**src/rtl/redirect_pkg.sv**
```systemverilog
package redirect_pkg;

    // Datapath and field widths
    localparam int XLEN        = 32;
    localparam int REG_NUM_W   = 5;
    localparam int CSR_ADDR_W  = 14;
    localparam int ECODE_W     = 6;

    // Eight external interrupt lines
    localparam int INT_NUM     = 8;

    // Branch lanes and writeback lanes
    localparam int ISSUE_WIDTH = 2;

    // CSR address map
    localparam logic [CSR_ADDR_W-1:0] CSR_CRMD      = 14'h000;
    localparam logic [CSR_ADDR_W-1:0] CSR_PRMD      = 14'h001;
    localparam logic [CSR_ADDR_W-1:0] CSR_ECFG      = 14'h004;
    localparam logic [CSR_ADDR_W-1:0] CSR_ESTAT     = 14'h005;
    localparam logic [CSR_ADDR_W-1:0] CSR_ERA       = 14'h006;
    localparam logic [CSR_ADDR_W-1:0] CSR_EENTRY    = 14'h00c;
    localparam logic [CSR_ADDR_W-1:0] CSR_TLBRENTRY = 14'h088;

    // Interrupts are reported with code zero
    localparam logic [ECODE_W-1:0] ECODE_INT = 6'h00;

    // ESTAT layout
    // Pending interrupt lines start at bit 2
    localparam int ESTAT_IS_LSB    = 2;
    // Exception code in bits 21:16
    localparam int ESTAT_ECODE_LSB = 16;

    // CRMD and PRMD share one layout
    // In PRMD the fields hold the saved level and enable
    typedef union packed {
        logic [XLEN-1:0] raw;
        struct packed {
            logic [XLEN-4:0] rsvd;
            logic            ie;
            logic [1:0]      plv;
        } fields;
    } mode_word_u;

endpackage

```
**src/rtl/redirect_csr.sv**
```systemverilog
`timescale 1ns/10ps

module redirect_csr (
    input  logic                                clk,
    input  logic                                rst_n_i,
    input  logic [redirect_pkg::INT_NUM-1:0]    intrpt_i,
    input  logic                                excp_take_i,
    input  logic                                ertn_take_i,
    input  logic [redirect_pkg::ECODE_W-1:0]    excp_ecode_i,
    input  logic [redirect_pkg::XLEN-1:0]       excp_pc_i,
    input  logic                                csr_we_i,
    input  logic [redirect_pkg::CSR_ADDR_W-1:0] csr_waddr_i,
    input  logic [redirect_pkg::XLEN-1:0]       csr_wdata_i,
    input  logic [redirect_pkg::CSR_ADDR_W-1:0] csr_raddr_i,
    output logic [redirect_pkg::XLEN-1:0]       csr_rdata_o,
    output logic                                has_int_o,
    output logic [redirect_pkg::XLEN-1:0]       eentry_o,
    output logic [redirect_pkg::XLEN-1:0]       tlbrentry_o,
    output logic [redirect_pkg::XLEN-1:0]       era_o,
    output logic [1:0]                          plv_o
);

    import redirect_pkg::*;

    mode_word_u          crmd;
    mode_word_u          prmd;
    logic [INT_NUM-1:0]  ecfg_lie;
    logic [ECODE_W-1:0]  estat_ecode;
    logic [XLEN-1:0]     era;
    logic [XLEN-1:0]     eentry;
    logic [XLEN-1:0]     tlbrentry;
    logic [XLEN-1:0]     estat_word;

    // Only PLV and IE survive a software write to a mode word
    function automatic mode_word_u mask_mode(input logic [XLEN-1:0] wdata);
        mode_word_u in_word;
        mode_word_u out_word;
        in_word.raw            = wdata;
        out_word.fields.rsvd   = '0;
        out_word.fields.ie     = in_word.fields.ie;
        out_word.fields.plv    = in_word.fields.plv;
        return out_word;
    endfunction

    // Takes win over software writes in the same cycle
    always_ff @(posedge clk) begin
        if (!rst_n_i) begin
            crmd.raw    <= '0;
            prmd.raw    <= '0;
            ecfg_lie    <= '0;
            estat_ecode <= '0;
            era         <= '0;
            eentry      <= '0;
            tlbrentry   <= '0;
        end else if (excp_take_i) begin
            era              <= excp_pc_i;
            prmd.fields.plv  <= crmd.fields.plv;
            prmd.fields.ie   <= crmd.fields.ie;
            crmd.fields.plv  <= 2'b00;
            crmd.fields.ie   <= 1'b0;
            estat_ecode      <= excp_ecode_i;
        end else if (ertn_take_i) begin
            crmd.fields.plv  <= prmd.fields.plv;
            crmd.fields.ie   <= prmd.fields.ie;
        end else if (csr_we_i) begin
            case (csr_waddr_i)
                CSR_CRMD:      crmd      <= mask_mode(csr_wdata_i);
                CSR_PRMD:      prmd      <= mask_mode(csr_wdata_i);
                CSR_ECFG:      ecfg_lie  <= csr_wdata_i[INT_NUM-1:0];
                CSR_ERA:       era       <= csr_wdata_i;
                CSR_EENTRY:    eentry    <= csr_wdata_i;
                CSR_TLBRENTRY: tlbrentry <= csr_wdata_i;
                // ESTAT and unmapped addresses ignore writes
                default: ;
            endcase
        end
    end

    // ESTAT shows the live lines next to the latched code
    always_comb begin
        estat_word = '0;
        estat_word[ESTAT_IS_LSB +: INT_NUM]    = intrpt_i;
        estat_word[ESTAT_ECODE_LSB +: ECODE_W] = estat_ecode;
    end

    always_comb begin
        case (csr_raddr_i)
            CSR_CRMD:      csr_rdata_o = crmd.raw;
            CSR_PRMD:      csr_rdata_o = prmd.raw;
            CSR_ECFG:      csr_rdata_o = {{(XLEN-INT_NUM){1'b0}}, ecfg_lie};
            CSR_ESTAT:     csr_rdata_o = estat_word;
            CSR_ERA:       csr_rdata_o = era;
            CSR_EENTRY:    csr_rdata_o = eentry;
            CSR_TLBRENTRY: csr_rdata_o = tlbrentry;
            default:       csr_rdata_o = '0;
        endcase
    end

    // Pending level gated by the global enable and the per-line mask
    assign has_int_o = crmd.fields.ie & (|(intrpt_i & ecfg_lie));

    assign eentry_o    = eentry;
    assign tlbrentry_o = tlbrentry;
    assign era_o       = era;
    assign plv_o       = crmd.fields.plv;

endmodule

```
**src/rtl/redirect_sel.sv**
```systemverilog
`timescale 1ns/10ps

module redirect_sel (
    input  logic [redirect_pkg::ISSUE_WIDTH-1:0] branch_taken_i,
    input  logic [redirect_pkg::XLEN-1:0]        branch_target0_i,
    input  logic [redirect_pkg::XLEN-1:0]        branch_target1_i,
    input  logic                                 excp_valid_i,
    input  logic [redirect_pkg::ECODE_W-1:0]     excp_ecode_i,
    input  logic                                 excp_tlbrefill_i,
    input  logic                                 ertn_i,
    input  logic                                 has_int_i,
    input  logic [redirect_pkg::XLEN-1:0]        eentry_i,
    input  logic [redirect_pkg::XLEN-1:0]        tlbrentry_i,
    input  logic [redirect_pkg::XLEN-1:0]        era_i,
    output logic [redirect_pkg::XLEN-1:0]        next_pc_o,
    output logic                                 flush_o,
    output logic                                 excp_take_o,
    output logic                                 ertn_take_o,
    output logic [redirect_pkg::ECODE_W-1:0]     excp_ecode_o,
    output logic                                 lane1_kill_o
);

    import redirect_pkg::*;

    // Branches first, then exception, then return
    always_comb begin
        next_pc_o    = '0;
        flush_o      = 1'b0;
        excp_take_o  = 1'b0;
        ertn_take_o  = 1'b0;
        lane1_kill_o = branch_taken_i[0];
        // A real exception hides a pending interrupt
        excp_ecode_o = excp_valid_i ? excp_ecode_i : ECODE_INT;
        if (branch_taken_i[0]) begin
            next_pc_o = branch_target0_i;
            flush_o   = 1'b1;
        end else if (branch_taken_i[1]) begin
            next_pc_o = branch_target1_i;
            flush_o   = 1'b1;
        end else if (excp_valid_i || has_int_i) begin
            // Refill vector only for a real TLB refill
            next_pc_o   = (excp_valid_i && excp_tlbrefill_i) ? tlbrentry_i : eentry_i;
            flush_o     = 1'b1;
            excp_take_o = 1'b1;
        end else if (ertn_i) begin
            next_pc_o   = era_i;
            flush_o     = 1'b1;
            ertn_take_o = 1'b1;
        end
    end

endmodule

```
**src/rtl/commit_debug.sv**
```systemverilog
`timescale 1ns/10ps

module commit_debug (
    input  logic                               clk,
    input  logic                               rst_n_i,
    input  logic                               lane1_kill_i,
    input  logic                               wb0_we_i,
    input  logic [redirect_pkg::XLEN-1:0]      wb0_pc_i,
    input  logic [redirect_pkg::REG_NUM_W-1:0] wb0_wnum_i,
    input  logic [redirect_pkg::XLEN-1:0]      wb0_wdata_i,
    input  logic                               wb1_we_i,
    input  logic [redirect_pkg::XLEN-1:0]      wb1_pc_i,
    input  logic [redirect_pkg::REG_NUM_W-1:0] wb1_wnum_i,
    input  logic [redirect_pkg::XLEN-1:0]      wb1_wdata_i,
    output logic [redirect_pkg::XLEN-1:0]      debug0_wb_pc_o,
    output logic [3:0]                         debug0_wb_rf_wen_o,
    output logic [redirect_pkg::REG_NUM_W-1:0] debug0_wb_rf_wnum_o,
    output logic [redirect_pkg::XLEN-1:0]      debug0_wb_rf_wdata_o,
    output logic [redirect_pkg::XLEN-1:0]      debug1_wb_pc_o,
    output logic [3:0]                         debug1_wb_rf_wen_o,
    output logic [redirect_pkg::REG_NUM_W-1:0] debug1_wb_rf_wnum_o,
    output logic [redirect_pkg::XLEN-1:0]      debug1_wb_rf_wdata_o
);

    import redirect_pkg::*;

    logic wb0_commit;
    logic wb1_commit;

    // r0 is hardwired, and a killed lane 1 never retires
    assign wb0_commit = wb0_we_i && (wb0_wnum_i != '0);
    assign wb1_commit = wb1_we_i && (wb1_wnum_i != '0) && !lane1_kill_i;

    always_ff @(posedge clk) begin
        if (!rst_n_i) begin
            debug0_wb_rf_wen_o <= 4'b0000;
            debug1_wb_rf_wen_o <= 4'b0000;
        end else begin
            debug0_wb_rf_wen_o <= {3'b000, wb0_commit};
            debug1_wb_rf_wen_o <= {3'b000, wb1_commit};
        end
    end

    // Payload passes through as given
    always_ff @(posedge clk) begin
        debug0_wb_pc_o       <= wb0_pc_i;
        debug0_wb_rf_wnum_o  <= wb0_wnum_i;
        debug0_wb_rf_wdata_o <= wb0_wdata_i;
        debug1_wb_pc_o       <= wb1_pc_i;
        debug1_wb_rf_wnum_o  <= wb1_wnum_i;
        debug1_wb_rf_wdata_o <= wb1_wdata_i;
    end

endmodule

```
**src/rtl/redirect_top.sv**
```systemverilog
`timescale 1ns/10ps

module redirect_top (
    input  logic                                 clk,
    input  logic                                 rst_n_i,
    input  logic [redirect_pkg::INT_NUM-1:0]     intrpt_i,
    input  logic [redirect_pkg::ISSUE_WIDTH-1:0] branch_taken_i,
    input  logic [redirect_pkg::XLEN-1:0]        branch_target0_i,
    input  logic [redirect_pkg::XLEN-1:0]        branch_target1_i,
    input  logic                                 excp_valid_i,
    input  logic [redirect_pkg::ECODE_W-1:0]     excp_ecode_i,
    input  logic                                 excp_tlbrefill_i,
    input  logic [redirect_pkg::XLEN-1:0]        excp_pc_i,
    input  logic                                 ertn_i,
    input  logic                                 csr_we_i,
    input  logic [redirect_pkg::CSR_ADDR_W-1:0]  csr_waddr_i,
    input  logic [redirect_pkg::XLEN-1:0]        csr_wdata_i,
    input  logic [redirect_pkg::CSR_ADDR_W-1:0]  csr_raddr_i,
    input  logic                                 wb0_we_i,
    input  logic [redirect_pkg::XLEN-1:0]        wb0_pc_i,
    input  logic [redirect_pkg::REG_NUM_W-1:0]   wb0_wnum_i,
    input  logic [redirect_pkg::XLEN-1:0]        wb0_wdata_i,
    input  logic                                 wb1_we_i,
    input  logic [redirect_pkg::XLEN-1:0]        wb1_pc_i,
    input  logic [redirect_pkg::REG_NUM_W-1:0]   wb1_wnum_i,
    input  logic [redirect_pkg::XLEN-1:0]        wb1_wdata_i,
    output logic [redirect_pkg::XLEN-1:0]        next_pc_o,
    output logic                                 flush_o,
    output logic [1:0]                           plv_o,
    output logic [redirect_pkg::XLEN-1:0]        csr_rdata_o,
    output logic [redirect_pkg::XLEN-1:0]        debug0_wb_pc_o,
    output logic [3:0]                           debug0_wb_rf_wen_o,
    output logic [redirect_pkg::REG_NUM_W-1:0]   debug0_wb_rf_wnum_o,
    output logic [redirect_pkg::XLEN-1:0]        debug0_wb_rf_wdata_o,
    output logic [redirect_pkg::XLEN-1:0]        debug1_wb_pc_o,
    output logic [3:0]                           debug1_wb_rf_wen_o,
    output logic [redirect_pkg::REG_NUM_W-1:0]   debug1_wb_rf_wnum_o,
    output logic [redirect_pkg::XLEN-1:0]        debug1_wb_rf_wdata_o
);

    import redirect_pkg::*;

    // CSR state feeding the selector
    logic               has_int;
    logic [XLEN-1:0]    eentry;
    logic [XLEN-1:0]    tlbrentry;
    logic [XLEN-1:0]    era;

    // Selector decisions back to the CSRs and the commit ports
    logic               excp_take;
    logic               ertn_take;
    logic [ECODE_W-1:0] take_ecode;
    logic               lane1_kill;

    redirect_csr redirect_csr_i (
        .clk          (clk),
        .rst_n_i      (rst_n_i),
        .intrpt_i     (intrpt_i),
        .excp_take_i  (excp_take),
        .ertn_take_i  (ertn_take),
        .excp_ecode_i (take_ecode),
        .excp_pc_i    (excp_pc_i),
        .csr_we_i     (csr_we_i),
        .csr_waddr_i  (csr_waddr_i),
        .csr_wdata_i  (csr_wdata_i),
        .csr_raddr_i  (csr_raddr_i),
        .csr_rdata_o  (csr_rdata_o),
        .has_int_o    (has_int),
        .eentry_o     (eentry),
        .tlbrentry_o  (tlbrentry),
        .era_o        (era),
        .plv_o        (plv_o)
    );

    redirect_sel redirect_sel_i (
        .branch_taken_i   (branch_taken_i),
        .branch_target0_i (branch_target0_i),
        .branch_target1_i (branch_target1_i),
        .excp_valid_i     (excp_valid_i),
        .excp_ecode_i     (excp_ecode_i),
        .excp_tlbrefill_i (excp_tlbrefill_i),
        .ertn_i           (ertn_i),
        .has_int_i        (has_int),
        .eentry_i         (eentry),
        .tlbrentry_i      (tlbrentry),
        .era_i            (era),
        .next_pc_o        (next_pc_o),
        .flush_o          (flush_o),
        .excp_take_o      (excp_take),
        .ertn_take_o      (ertn_take),
        .excp_ecode_o     (take_ecode),
        .lane1_kill_o     (lane1_kill)
    );

    commit_debug commit_debug_i (
        .clk                  (clk),
        .rst_n_i              (rst_n_i),
        .lane1_kill_i         (lane1_kill),
        .wb0_we_i             (wb0_we_i),
        .wb0_pc_i             (wb0_pc_i),
        .wb0_wnum_i           (wb0_wnum_i),
        .wb0_wdata_i          (wb0_wdata_i),
        .wb1_we_i             (wb1_we_i),
        .wb1_pc_i             (wb1_pc_i),
        .wb1_wnum_i           (wb1_wnum_i),
        .wb1_wdata_i          (wb1_wdata_i),
        .debug0_wb_pc_o       (debug0_wb_pc_o),
        .debug0_wb_rf_wen_o   (debug0_wb_rf_wen_o),
        .debug0_wb_rf_wnum_o  (debug0_wb_rf_wnum_o),
        .debug0_wb_rf_wdata_o (debug0_wb_rf_wdata_o),
        .debug1_wb_pc_o       (debug1_wb_pc_o),
        .debug1_wb_rf_wen_o   (debug1_wb_rf_wen_o),
        .debug1_wb_rf_wnum_o  (debug1_wb_rf_wnum_o),
        .debug1_wb_rf_wdata_o (debug1_wb_rf_wdata_o)
    );

endmodule

```
**config.mk**
```make
export PLATFORM = sky130hd
export DESIGN_NAME = redirect_top
export DESIGN_NICKNAME = d
export VERILOG_FILES = /design/src/rtl/redirect_pkg.sv /design/src/rtl/redirect_csr.sv /design/src/rtl/redirect_sel.sv /design/src/rtl/commit_debug.sv /design/src/rtl/redirect_top.sv
export SDC_FILE = /design/constraint.sdc
export NUM_CORES = 1
export LEC_CHECK = 0
export BUFFER_PORTS_ARGS = -buffer_cell sky130_fd_sc_hd__clkbuf_2
export CAP_MARGIN = 20
export CORE_AREA = 4 4 204 206
export CTS_CLUSTER_DIAMETER = 30
export DETAILED_ROUTE_END_ITERATION = 16
export DIE_AREA = 0 0 208 210
export GPL_ROUTABILITY_DRIVEN = 0
export PLACE_DENSITY_LB_ADDON = 0.08
export SYNTH_ARGS = -nofsm -noshare
export SYNTH_HDL_FRONTEND = slang
export SYNTH_SLANG_ARGS = --single-unit
```
**constraint.sdc**
```tcl
create_clock -name clk -period 5 [get_ports clk]
set_clock_uncertainty 0.15 [all_clocks]
set_input_delay 1 -clock clk [delete_from_list [all_inputs] [get_ports clk]]
set_output_delay 1 -clock clk [all_outputs]
set_load 0.02 [all_outputs]
```
==> results of run 1 <==
## cells in the final DEF (no fill, tap or decap), types with 4 or more instances in the layout
cell type	netlist	layout
clkbuf_2	0	523
dfxtp_1	256	256
nand2_1	218	214
mux2i_1	78	78
clkbuf_16	0	74
a21oi_1	43	43
mux2_2	40	40
o21ai_0	33	33
nand4_1	32	32
a31oi_1	32	32
a311oi_1	32	32
o22ai_1	31	31
a222oi_1	29	29
buf_4	12	28
inv_1	20	20
bufinv_16	0	15
clkinv_2	0	13
nand3_1	12	12
a22oi_1	9	9
diode_2	0	8
clkinvlp_4	0	7
clkbuf_8	0	7
conb_1	1	6
clkbuf_1	64	6
nor3_1	5	5
nand2_2	0	4
nor2_1	5	4
nand2b_1	4	4
## kinds of logic (layout without fill, tap and decap cells)
family	Yosys count	count (layout)	synth area share [%]
other	1	14	0.03824
flip-flops	256	256	52.26
multiplexers	118	118	12.56
AO/OA/AOI/OAI	223	223	15.63
buffers and inverters	115	701	5.155
AND/OR/NAND/NOR	304	304	14.35
## layer usage
metal	global-route usage (%)	part of all wire, %
met3	7.858	8.8
met1	23.33	38
met2	37.17	50
met4	8.743	2.8
met5	0	0.14
## path summary, 6_finish.rpt
kind | startpoint | endpoint | slack, ns | cells past startpoint
setup / recovery | csr_raddr_i[11] | csr_rdata_o[2] | 0.58 | 8
hold / removal | redirect_csr_i.estat_ecode[3] | redirect_csr_i.estat_ecode[3] | 0.32 | 2
setup reg to reg | redirect_csr_i.ecfg_lie[0] | redirect_csr_i.ecfg_lie[1] | 2.18 | 6
hold reg to reg | redirect_csr_i.estat_ecode[3] | redirect_csr_i.estat_ecode[3] | 0.32 | 2
## stage by stage
| step | worst slack (ns) | utilization, % | instances | instance area [um2] | power, W |
|---|---|---|---|---|---|
| 4_1_cts | 0.5826 | 39.23 | 2133 | 15550 | 0.007668 |
| 3_5_place_dp | 0.5898 | 32.67 | 2005 | 12950 | 0.002723 |
| 3_3_place_gp | 0.6232 | 32.67 | 2005 | 12950 | 0.002724 |
| 2_1_floorplan | 1.123 | - | 1022 | 9824 | 0.002429 |
| 5_1_grt | 0.4957 | 39.26 | 2138 | 15560 | 0.007833 |
| 6_report | 0.5806 | 39.28 | 2141 | 15570 | 0.007574 |
## registers in the layout, summed over array words and instances (netlist names)
register / count
redirect_csr_i.prmd: 3
commit_debug_i.debug0_wb_rf_wen_o: 1
commit_debug_i.debug0_wb_pc_o: 32
redirect_csr_i.estat_ecode: 6
redirect_csr_i.ecfg_lie: 8
commit_debug_i.debug0_wb_rf_wnum_o: 5
redirect_csr_i.crmd: 3
commit_debug_i.debug0_wb_rf_wdata_o: 32
commit_debug_i.debug1_wb_rf_wnum_o: 5
commit_debug_i.debug1_wb_rf_wen_o: 1
commit_debug_i.debug1_wb_pc_o: 32
redirect_csr_i.era_o: 32
commit_debug_i.debug1_wb_rf_wdata_o: 32
redirect_csr_i.tlbrentry_o: 32
redirect_csr_i.eentry_o: 32
## final cells by class
type	instances	area [um2]	share of cell area [%]
diodes	8	20.02	0.1286
inverters	22	82.58	0.5303
repair buffers	551	2828	18.16
flip-flops and latches	256	5125	32.91
well taps	525	656.9	4.219
clock inverters	41	628.1	4.034
clock buffers	87	1971	12.66
multi-input cells	651	4260	27.36
## worst min-delay path: cells and delay by family, from the launching register on
family	cells	cell delay (ns)
simple gates	1	0.06
flops	1	0.30
compound gates	1	0.06
## power by group
part	leakage (nW)	internal (W)	switching, W
Combinational	3.63	0.000194	0.000328
Clock	1.26	0.00355	0.00134
Sequential	2.12	0.00213	0.0000325
==> flow_metrics.env, run 1 <==
export IMPL_status="completed"
export IMPL_path_delay_family="simple AND/OR/NAND/NOR gates"
export IMPL_dieArea_mm2=0.04368
export IMPL_grt_overflow=0
export IMPL_hp_class="register to register"
export IMPL_layout_min_cycle_time_ns=4.419
export IMPL_synth_seq_area_share_pct=52.26
export IMPL_avgViaCountPerCell=4.770
export IMPL_routedWlPerCell_um=22.83
export IMPL_yosysMostFrequentCell="dfxtp_1"
export IMPL_grt_pass1_wl_um=70640
export IMPL_layout_nets=1871
export IMPL_place_port_buffers=524
export IMPL_ys_types=51
export IMPL_cts_sinks=256
export IMPL_drive_gt1_share_pct=45.40
export IMPL_powerDensity_mw_per_mm2=486.4
export IMPL_cellLeakagePower_nw=7.012
export IMPL_cap_violations=0
export IMPL_relSlewSlack_pct=24.59
export IMPL_fin_crit_sh_pct=88.39
export IMPL_fmax_ghz=0.2263
export IMPL_hold_viol_final=0
export IMPL_drt_pre_antenna_iters=6
export IMPL_cts_max_level=3
export IMPL_ant_nets=0
export IMPL_synth_edf_count=0
export IMPL_start_util_pct=24.74
export IMPL_num_rows=73
export IMPL_cts_buffers=71
export IMPL_cts_tree="done"
export IMPL_core_mm2=0.03964
export IMPL_crit_path_frequent_cell="clkbuf_2"
export IMPL_cpPeakStageDelay_ns=0.60
export IMPL_die_x_um=208
export IMPL_fp_dieH_um=210
export IMPL_path_cells="clkbuf_2 -> or4_1 -> or2_0 -> and4bb_2 -> buf_4 -> a22oi_1 -> o2111ai_1 -> clkbuf_2"
export IMPL_grt_max_degree=59
export IMPL_routed_wl_um=48890
export IMPL_avgSynthCellArea_um2=9.642
export IMPL_clockBufferDepth=3
export IMPL_synth_largest_type_area_fraction_pct=52.26
export IMPL_synth_ff_latch_count=256
export IMPL_post_cts_buffers=0
export IMPL_path_clk_slew_ns=0.04
export IMPL_antenna_found_initial=12
export IMPL_yosys_most_used_dff="dfxtp_1"
export IMPL_cts_root_buffer="clkbuf_16"
export IMPL_drtIter0Drc=472
export IMPL_syn2layout_area_growth_pct=58.80
export IMPL_start_kind="input pin"
export IMPL_grt_pass1_vias=11050
export IMPL_grt_usage_pct=21.22
export IMPL_synth_common_cells="dfxtp_1 (256), nand2_1 (218), mux2i_1 (78)"
export IMPL_crit_buf_inv=3
export IMPL_vdd_ir_drop_max_mv=0.3361
export IMPL_route_detailed_drc=0
export IMPL_io_pins=531
export IMPL_syn_inst=1017
export IMPL_setup_tns_final_ns=0
export IMPL_fillCellCount=4069
export IMPL_synth_area_mm2=0.009806
export IMPL_cts_resized=0
export IMPL_crit_fanout=20
export IMPL_slew_viol_final=0
export IMPL_worst_slew_pin_slew_ns=1.130
export IMPL_async_flop_share_pct=0
export IMPL_crit_required_ns=3.85
export IMPL_hold_buffers=0
export IMPL_dp_hpwl_um=35890
export IMPL_synth_area_leader_cell="dfxtp_1"
export IMPL_cp_arrival_ns=3.27
export IMPL_whs_ns=0.3198
export IMPL_worstSkewPairLatency_ns=0.55
export IMPL_yosysWarnings=0
export IMPL_end_kind="output port"
export IMPL_synth_area_leaders="dfxtp_1 (52%), nand2_1 (8.3%), mux2i_1 (8.0%), mux2_2 (4.6%), a222oi_1 (3.0%)"
export IMPL_via_count=10210
export IMPL_finalSetupViolations=0
export IMPL_rsz0062_at_grt="no"
export IMPL_critical_path_class="input pin to output port"
export IMPL_critPathSlowestCell="or4_1"
Note: power is estimated with default switching activity, not from simulation.
==> run 2, diff against run 1 <==
--- a/config.mk
+++ b/config.mk
@@ -5,6 +5,7 @@
 export SDC_FILE = /design/constraint.sdc
 export NUM_CORES = 1
 export LEC_CHECK = 0
+export ABC_CLOCK_PERIOD_IN_PS = 3660
 export BUFFER_PORTS_ARGS = -buffer_cell sky130_fd_sc_hd__clkbuf_2
 export CAP_MARGIN = 20
 export CORE_AREA = 4 4 204 206
==> constraint.sdc (replaced) <==
create_clock -name clk -period 3.66 [get_ports clk]
set_clock_uncertainty 0.15 [all_clocks]
set_input_delay 0.732 -clock clk [delete_from_list [all_inputs] [get_ports clk]]
set_output_delay 0.732 -clock clk [all_outputs]
set_load 0.02 [all_outputs]
==> run 2 against run 1 <==
Net effect:
- utilization up 0.28 points
- final cell count up 0.98%
- die area unchanged
- sequential power up 37%
- hold slack worse by 0.21 ns
- clock power up 27%
- cell area up 0.72%
- first-iteration DRC count up 21%
- combinational power up 38%
- global-route usage about the same
- critical path depth up 1
- critical endpoint is now csr_rdata_o[17]
- highest routed layer unchanged
==> flow_metrics.env, run 2 (synthesis gave the netlist of run 1 again) <==
export IMPL_internal_power_w=0.007551
export IMPL_cts_sinks=256
export IMPL_layout_nets=1892
export IMPL_finalSetupViolations=0
export IMPL_via_count=10330
export IMPL_path_cells="clkbuf_2 -> or4_1 -> or2_4 -> nor4_4 -> buf_4 -> buf_12 -> a222oi_1 -> nand2_1 -> clkbuf_2"
export IMPL_cap_violations=0
export IMPL_syn2layout_area_growth_pct=59.95
export IMPL_fillCellCount=4142
export IMPL_worst_r2r_cell_count=6
export IMPL_routed_wl_um=48830
export IMPL_crit_path_frequent_cell="clkbuf_2"
export IMPL_critical_path_class="input pin to output port"
export IMPL_routedWlPerCell_um=22.59
export IMPL_worstSkewPairLatency_ns=0.56
export IMPL_clockBufferDepth=3
export IMPL_grt_pass1_vias=11080
export IMPL_hold_viol_final=0
export IMPL_cpPeakStageDelay_ns=0.57
export IMPL_whs_path_depth=1
export IMPL_layout_min_cycle_time_ns=3.580
export IMPL_ant_nets=0
export IMPL_grt_max_degree=44
export IMPL_dp_cells=2025
export IMPL_powerDensity_mw_per_mm2=630.5
export IMPL_comb_power_share_pct=7.3
export IMPL_p_sw_share_pct=23.64
export IMPL_path_clk_slew_ns=0.05
export IMPL_route_detailed_drc=0
export IMPL_slew_viol_final=0
export IMPL_cp_arrival_ns=2.70
export IMPL_final_cells=2162
export IMPL_crit_required_ns=2.78
export IMPL_hold_buffers=0
export IMPL_status="completed"
export IMPL_cts_root_buffer="clkbuf_16"
export IMPL_drtIter0Drc=573
export IMPL_pwr_share_clk_pct=62.9
export IMPL_worst_slew_pin_slew_ns=0.9682
export IMPL_fmax_ghz=0.2794
export IMPL_p_sw_w=0.002338
export IMPL_relSlewSlack_pct=35.45
export IMPL_end_kind="output port"
export IMPL_grt_pass1_wl_um=70780
export IMPL_layout_commonest_cell="clkbuf_2"
export IMPL_avgViaCountPerCell=4.778
export IMPL_seqPwrFrac_pct=29.9
export IMPL_place_port_buffers=524
export IMPL_start_kind="input pin"
export IMPL_drt_pre_antenna_iters=6
export IMPL_critPathSlowestCell="or4_1"
export IMPL_fp_dieH_um=210
export IMPL_antenna_found_initial=16
export IMPL_cts_tree="done"
export IMPL_cts_buffers=70
export IMPL_finalInstanceArea_mm2=0.01568
export IMPL_grt_overflow=0
export IMPL_num_rows=73
export IMPL_hp_class="input pin to register"
export IMPL_crit_fanout=13
export IMPL_layout_common_cells="clkbuf_2 (521), dfxtp_1 (256), nand2_1 (214)"
export IMPL_dpl_cell_area_mm2=0.01318
export IMPL_cts_max_level=3
export IMPL_io_pins=531
export IMPL_grt_usage_pct=21.24
export IMPL_core_mm2=0.03964
export IMPL_start_util_pct=24.74
export IMPL_cellLeakagePower_nw=7.066
export IMPL_drive_gt1_share_pct=46.06
export IMPL_fin_crit_sh_pct=97.81
export IMPL_vdd_ir_drop_max_mv=0.4427
export IMPL_dieArea_mm2=0.04368
export IMPL_dp_hpwl_um=36720
export IMPL_die_x_um=208
[run 2: cell type report]
class | instances | area [um2] | area share, %
antenna | 11 | 27.53 | 0.1755
clock buffer | 88 | 1941 | 12.37
clock inverter | 36 | 488.0 | 3.111
inverter | 22 | 82.58 | 0.5265
multi-input combinational | 651 | 4269 | 27.22
sequential | 256 | 5125 | 32.68
tap | 525 | 656.9 | 4.188
timing repair buffer | 573 | 3094 | 19.73
[run 2: path summary, 6_finish.rpt]
kind,startpoint,end,slack (ns)
max,csr_raddr_i[11],csr_rdata_o[17],0.08
min,wb0_wdata_i[15],commit_debug_i.debug0_wb_rf_wdata_o[15],0.11
max reg2reg,redirect_csr_i.ecfg_lie[6],redirect_csr_i.tlbrentry_o[10],1.29
min reg2reg,redirect_csr_i.estat_ecode[1],redirect_csr_i.estat_ecode[1],0.32
[run 2: through the flow]
step | setup slack (ns) | utilization (%) | hold slack, ns | total power (W) | setup TNS [ns]
6_report | 0.08027 | 39.57 | 0.1116 | 0.009889 | 0
3_5_place_dp | -0.05308 | 33.24 | 0.3086 | 0.003727 | -0.4152
4_1_cts | 0.002483 | 39.40 | 0.07900 | 0.01002 | 0
3_3_place_gp | -0.03782 | 33.24 | 0.3075 | 0.003730 | -0.07236
5_1_grt | -0.02338 | 39.55 | 0.09119 | 0.01023 | -0.05434
2_1_floorplan | 0.3188 | - | 0.2908 | 0.003318 | 0
[run 2: worst max-delay path, delay by kind of cell]
family          cells  cell delay (ns)
simple gates        4             1.26
buf+inv             4             0.58
compound gates      1             0.11
[run 2: timing repair]
action / CTS / global route
cloned: 0 / 1
endpoints found under the setup margin: 24 / 32
setup buffers: 1 / 0
pin swaps: 1 / 0
gates resized for setup: 2 / 7
[run 2: power groups by stage]
stage / sequential [W] / combinational [W] / clock [W]
floorplan: 0.00309 / 0.000225 / 0
global route: 0.00296 / 0.000780 / 0.00649
detailed placement: 0.00300 / 0.000729 / 0
global placement: 0.00300 / 0.000731 / 0
finish: 0.00295 / 0.000722 / 0.00622
CTS: 0.00295 / 0.000732 / 0.00633
[run 2: metal layers]
layer	up-vias	GRT usage, %	wire [um]
li1	4858	-	-
met3	97	7.829	4346
met2	470	37.15	24780
met5	-	0	54
met1	4895	22.99	18070
met4	10	9.807	1581
==> run 3, diff against run 2 <==
--- a/config.mk
+++ b/config.mk
@@ -5,7 +5,7 @@
 export SDC_FILE = /design/constraint.sdc
 export NUM_CORES = 1
 export LEC_CHECK = 0
-export ABC_CLOCK_PERIOD_IN_PS = 3660
+export ABC_CLOCK_PERIOD_IN_PS = 3900
 export BUFFER_PORTS_ARGS = -buffer_cell sky130_fd_sc_hd__clkbuf_2
 export CAP_MARGIN = 20
 export CORE_AREA = 4 4 204 206
==> constraint.sdc (replaced) <==
create_clock -name clk -period 3.9 [get_ports clk]
set_clock_uncertainty 0.15 [all_clocks]
set_input_delay 0.78 -clock clk [delete_from_list [all_inputs] [get_ports clk]]
set_output_delay 0.78 -clock clk [all_outputs]
set_load 0.02 [all_outputs]
==> run 3 against run 2 <==
Net effect:
- total power decreased by 11%
- critical path depth is 1 lower
- via count is 1.5% lower
- hold slack improved by 0.028 ns
- cell area fell by 2.3%
==> flow_metrics.env, run 3 (synthesis gave the netlist of run 1 again) <==
export IMPL_status="completed"
export IMPL_fmax_ghz=0.2634
export IMPL_critical_path_class="input pin to output port"
export IMPL_cp_arrival_ns=2.87
export IMPL_powerDensity_mw_per_mm2=572.9
export IMPL_rsz0062_at_grt="yes"
export IMPL_grt_pass1_wl_um=69430
export IMPL_die_x_um=208
export IMPL_syn2layout_area_growth_pct=56.25
export IMPL_rr_endpoint="redirect_csr_i.era_o[2]"
export IMPL_setup_tns_final_ns=0
export IMPL_worst_r2r_cell_count=7
export IMPL_fp_dieH_um=210
export IMPL_cap_violations=0
export IMPL_start_util_pct=24.74
export IMPL_drt_pre_antenna_iters=6
export IMPL_slew_viol_final=0
export IMPL_post_route_util_pct=38.65
export IMPL_cts_root_buffer="clkbuf_16"
export IMPL_path_cells="clkbuf_2 -> or4_1 -> or2_1 -> and4bb_2 -> buf_12 -> a222oi_1 -> nand2_1 -> clkbuf_2"
export IMPL_num_rows=73
export IMPL_whs_ns=0.1392
export IMPL_hold_viol_final=0
export IMPL_layout_commonest_cell="clkbuf_2"
export IMPL_route_detailed_drc=0
export IMPL_layout_nets=1864
export IMPL_layout_min_cycle_time_ns=3.796
export IMPL_path_clk_slew_ns=0.05
export IMPL_fin_crit_sh_pct=97.34
export IMPL_worst_slew_pin_slew_ns=1.057
export IMPL_grt_pass1_vias=10750
export IMPL_avgViaCountPerCell=4.770
export IMPL_ff2ff_setup_slack_ns=1.37
export IMPL_fillCellCount=4131
export IMPL_post_cts_buffers=0
export IMPL_cpPeakStageDelay_ns=0.58
export IMPL_core_mm2=0.03964
export IMPL_crit_path_frequent_cell="clkbuf_2"
export IMPL_antenna_found_initial=17
export IMPL_crit_required_ns=2.97
export IMPL_whs_path_depth=1
export IMPL_start_kind="input pin"
export IMPL_io_pins=531
export IMPL_grt_overflow=0
export IMPL_grt_max_degree=63
export IMPL_via_count=10170
export IMPL_routed_wl_um=47780
export IMPL_cellLeakagePower_nw=6.841
export IMPL_crit_fanout=32
export IMPL_grt_usage_pct=20.85
export IMPL_cts_sinks=256
export IMPL_dp_hpwl_um=35780
export IMPL_clockBufferDepth=3
export IMPL_vdd_ir_drop_max_mv=0.4914
export IMPL_cts_buffers=61
export IMPL_worstHoldStart="wb1_pc_i[13]"
export IMPL_critPathSlowestCell="or4_1"
export IMPL_relSlewSlack_pct=29.40
export IMPL_place_port_buffers=524
export IMPL_ant_nets=0
export IMPL_layout_common_cells="clkbuf_2 (523), dfxtp_1 (256), nand2_1 (214)"
export IMPL_cts_tree="done"
export IMPL_routedWlPerCell_um=22.40
export IMPL_drtIter0Drc=535
export IMPL_crit_buf_inv=3
export IMPL_hp_class="input pin to register"
export IMPL_r2r_start="redirect_csr_i.ecfg_lie[5]"
export IMPL_finalSetupViolations=0
export IMPL_end_kind="output port"
export IMPL_hold_path_end="commit_debug_i.debug1_wb_pc_o[13]"
export IMPL_path_delay_family="simple AND/OR/NAND/NOR gates"
export IMPL_worstSkewPairLatency_ns=0.58
export IMPL_drive_gt1_share_pct=45.49
export IMPL_dieArea_mm2=0.04368
export IMPL_cts_max_level=2
## run 3: changes by cell type in the layout (fill, tap and decap cells not counted), sizes merged
cell and change:
clkbuf -24, buf -18, clkinvlp +6, clkinv +5
inv +2, bufinv +1, diode -1
## run 3: worst reg2reg max path, stage by stage, from the launching register on
cell,delay [ns]
dfxtp_1,0.33
a22oi_1,0.23
nand2_1,0.24
o211ai_4,0.40
buf_4,0.35
and2_2,0.21
buf_4,0.28
a311oi_1,0.16
## run 3: where the power goes
group / internal, W / switching, W
logic: 0.000253 / 0.000422
clock network: 0.00362 / 0.00172
registers: 0.00272 / 0.0000415
## run 3: worst max-delay path by stage
stage	to	from	depth (start not counted)
CTS	csr_rdata_o[21]	csr_raddr_i[11]	8
finish	csr_rdata_o[17]	csr_raddr_i[11]	8
global placement	csr_rdata_o[21]	csr_raddr_i[11]	8
floorplan	csr_rdata_o[2]	csr_raddr_i[11]	7
detailed placement	csr_rdata_o[21]	csr_raddr_i[11]	8
global route	csr_rdata_o[21]	csr_raddr_i[11]	8
## run 3: layout make-up
class | count | area (um2) | share of cell area (%)
Sequential cell | 256 | 5125 | 33.45
Multi-Input combinational cell | 651 | 4262 | 27.82
Timing Repair Buffer | 554 | 2975 | 19.42
Clock buffer | 65 | 1582 | 10.32
Tap cell | 525 | 656.9 | 4.287
Clock inverter | 50 | 613.1 | 4.002
Inverter | 22 | 82.58 | 0.5390
Antenna cell | 10 | 25.02 | 0.1633
## run 3: per-layer routing
layer | track usage, % | vias to the layer above | wire length [um]
met1 | 22.48 | 4832 | 17570
met4 | 8.856 | 14 | 1478
met5 | 0 | - | 92
met2 | 36.91 | 433 | 24430
met3 | 7.754 | 100 | 4207
li1 | - | 4795 | -
## run 3: metrics by stage
stage	area (um2)	setup WS, ns	cells	total power (W)
after floorplan	9824	0.4628	1022	0.003114
after global placement	13100	0.04267	2008	0.003496
after detailed placement	13100	0.03810	2008	0.003494
after CTS	15290	0.02669	2123	0.008879
after global routing	15320	-0.02554	2131	0.009061
final	15320	0.1038	2133	0.008777
## run 3: repair_timing
item | CTS | global route
gates resized for setup | 0 | 2
hold buffers | 0 | 0
endpoints found under the setup margin | 0 | 29
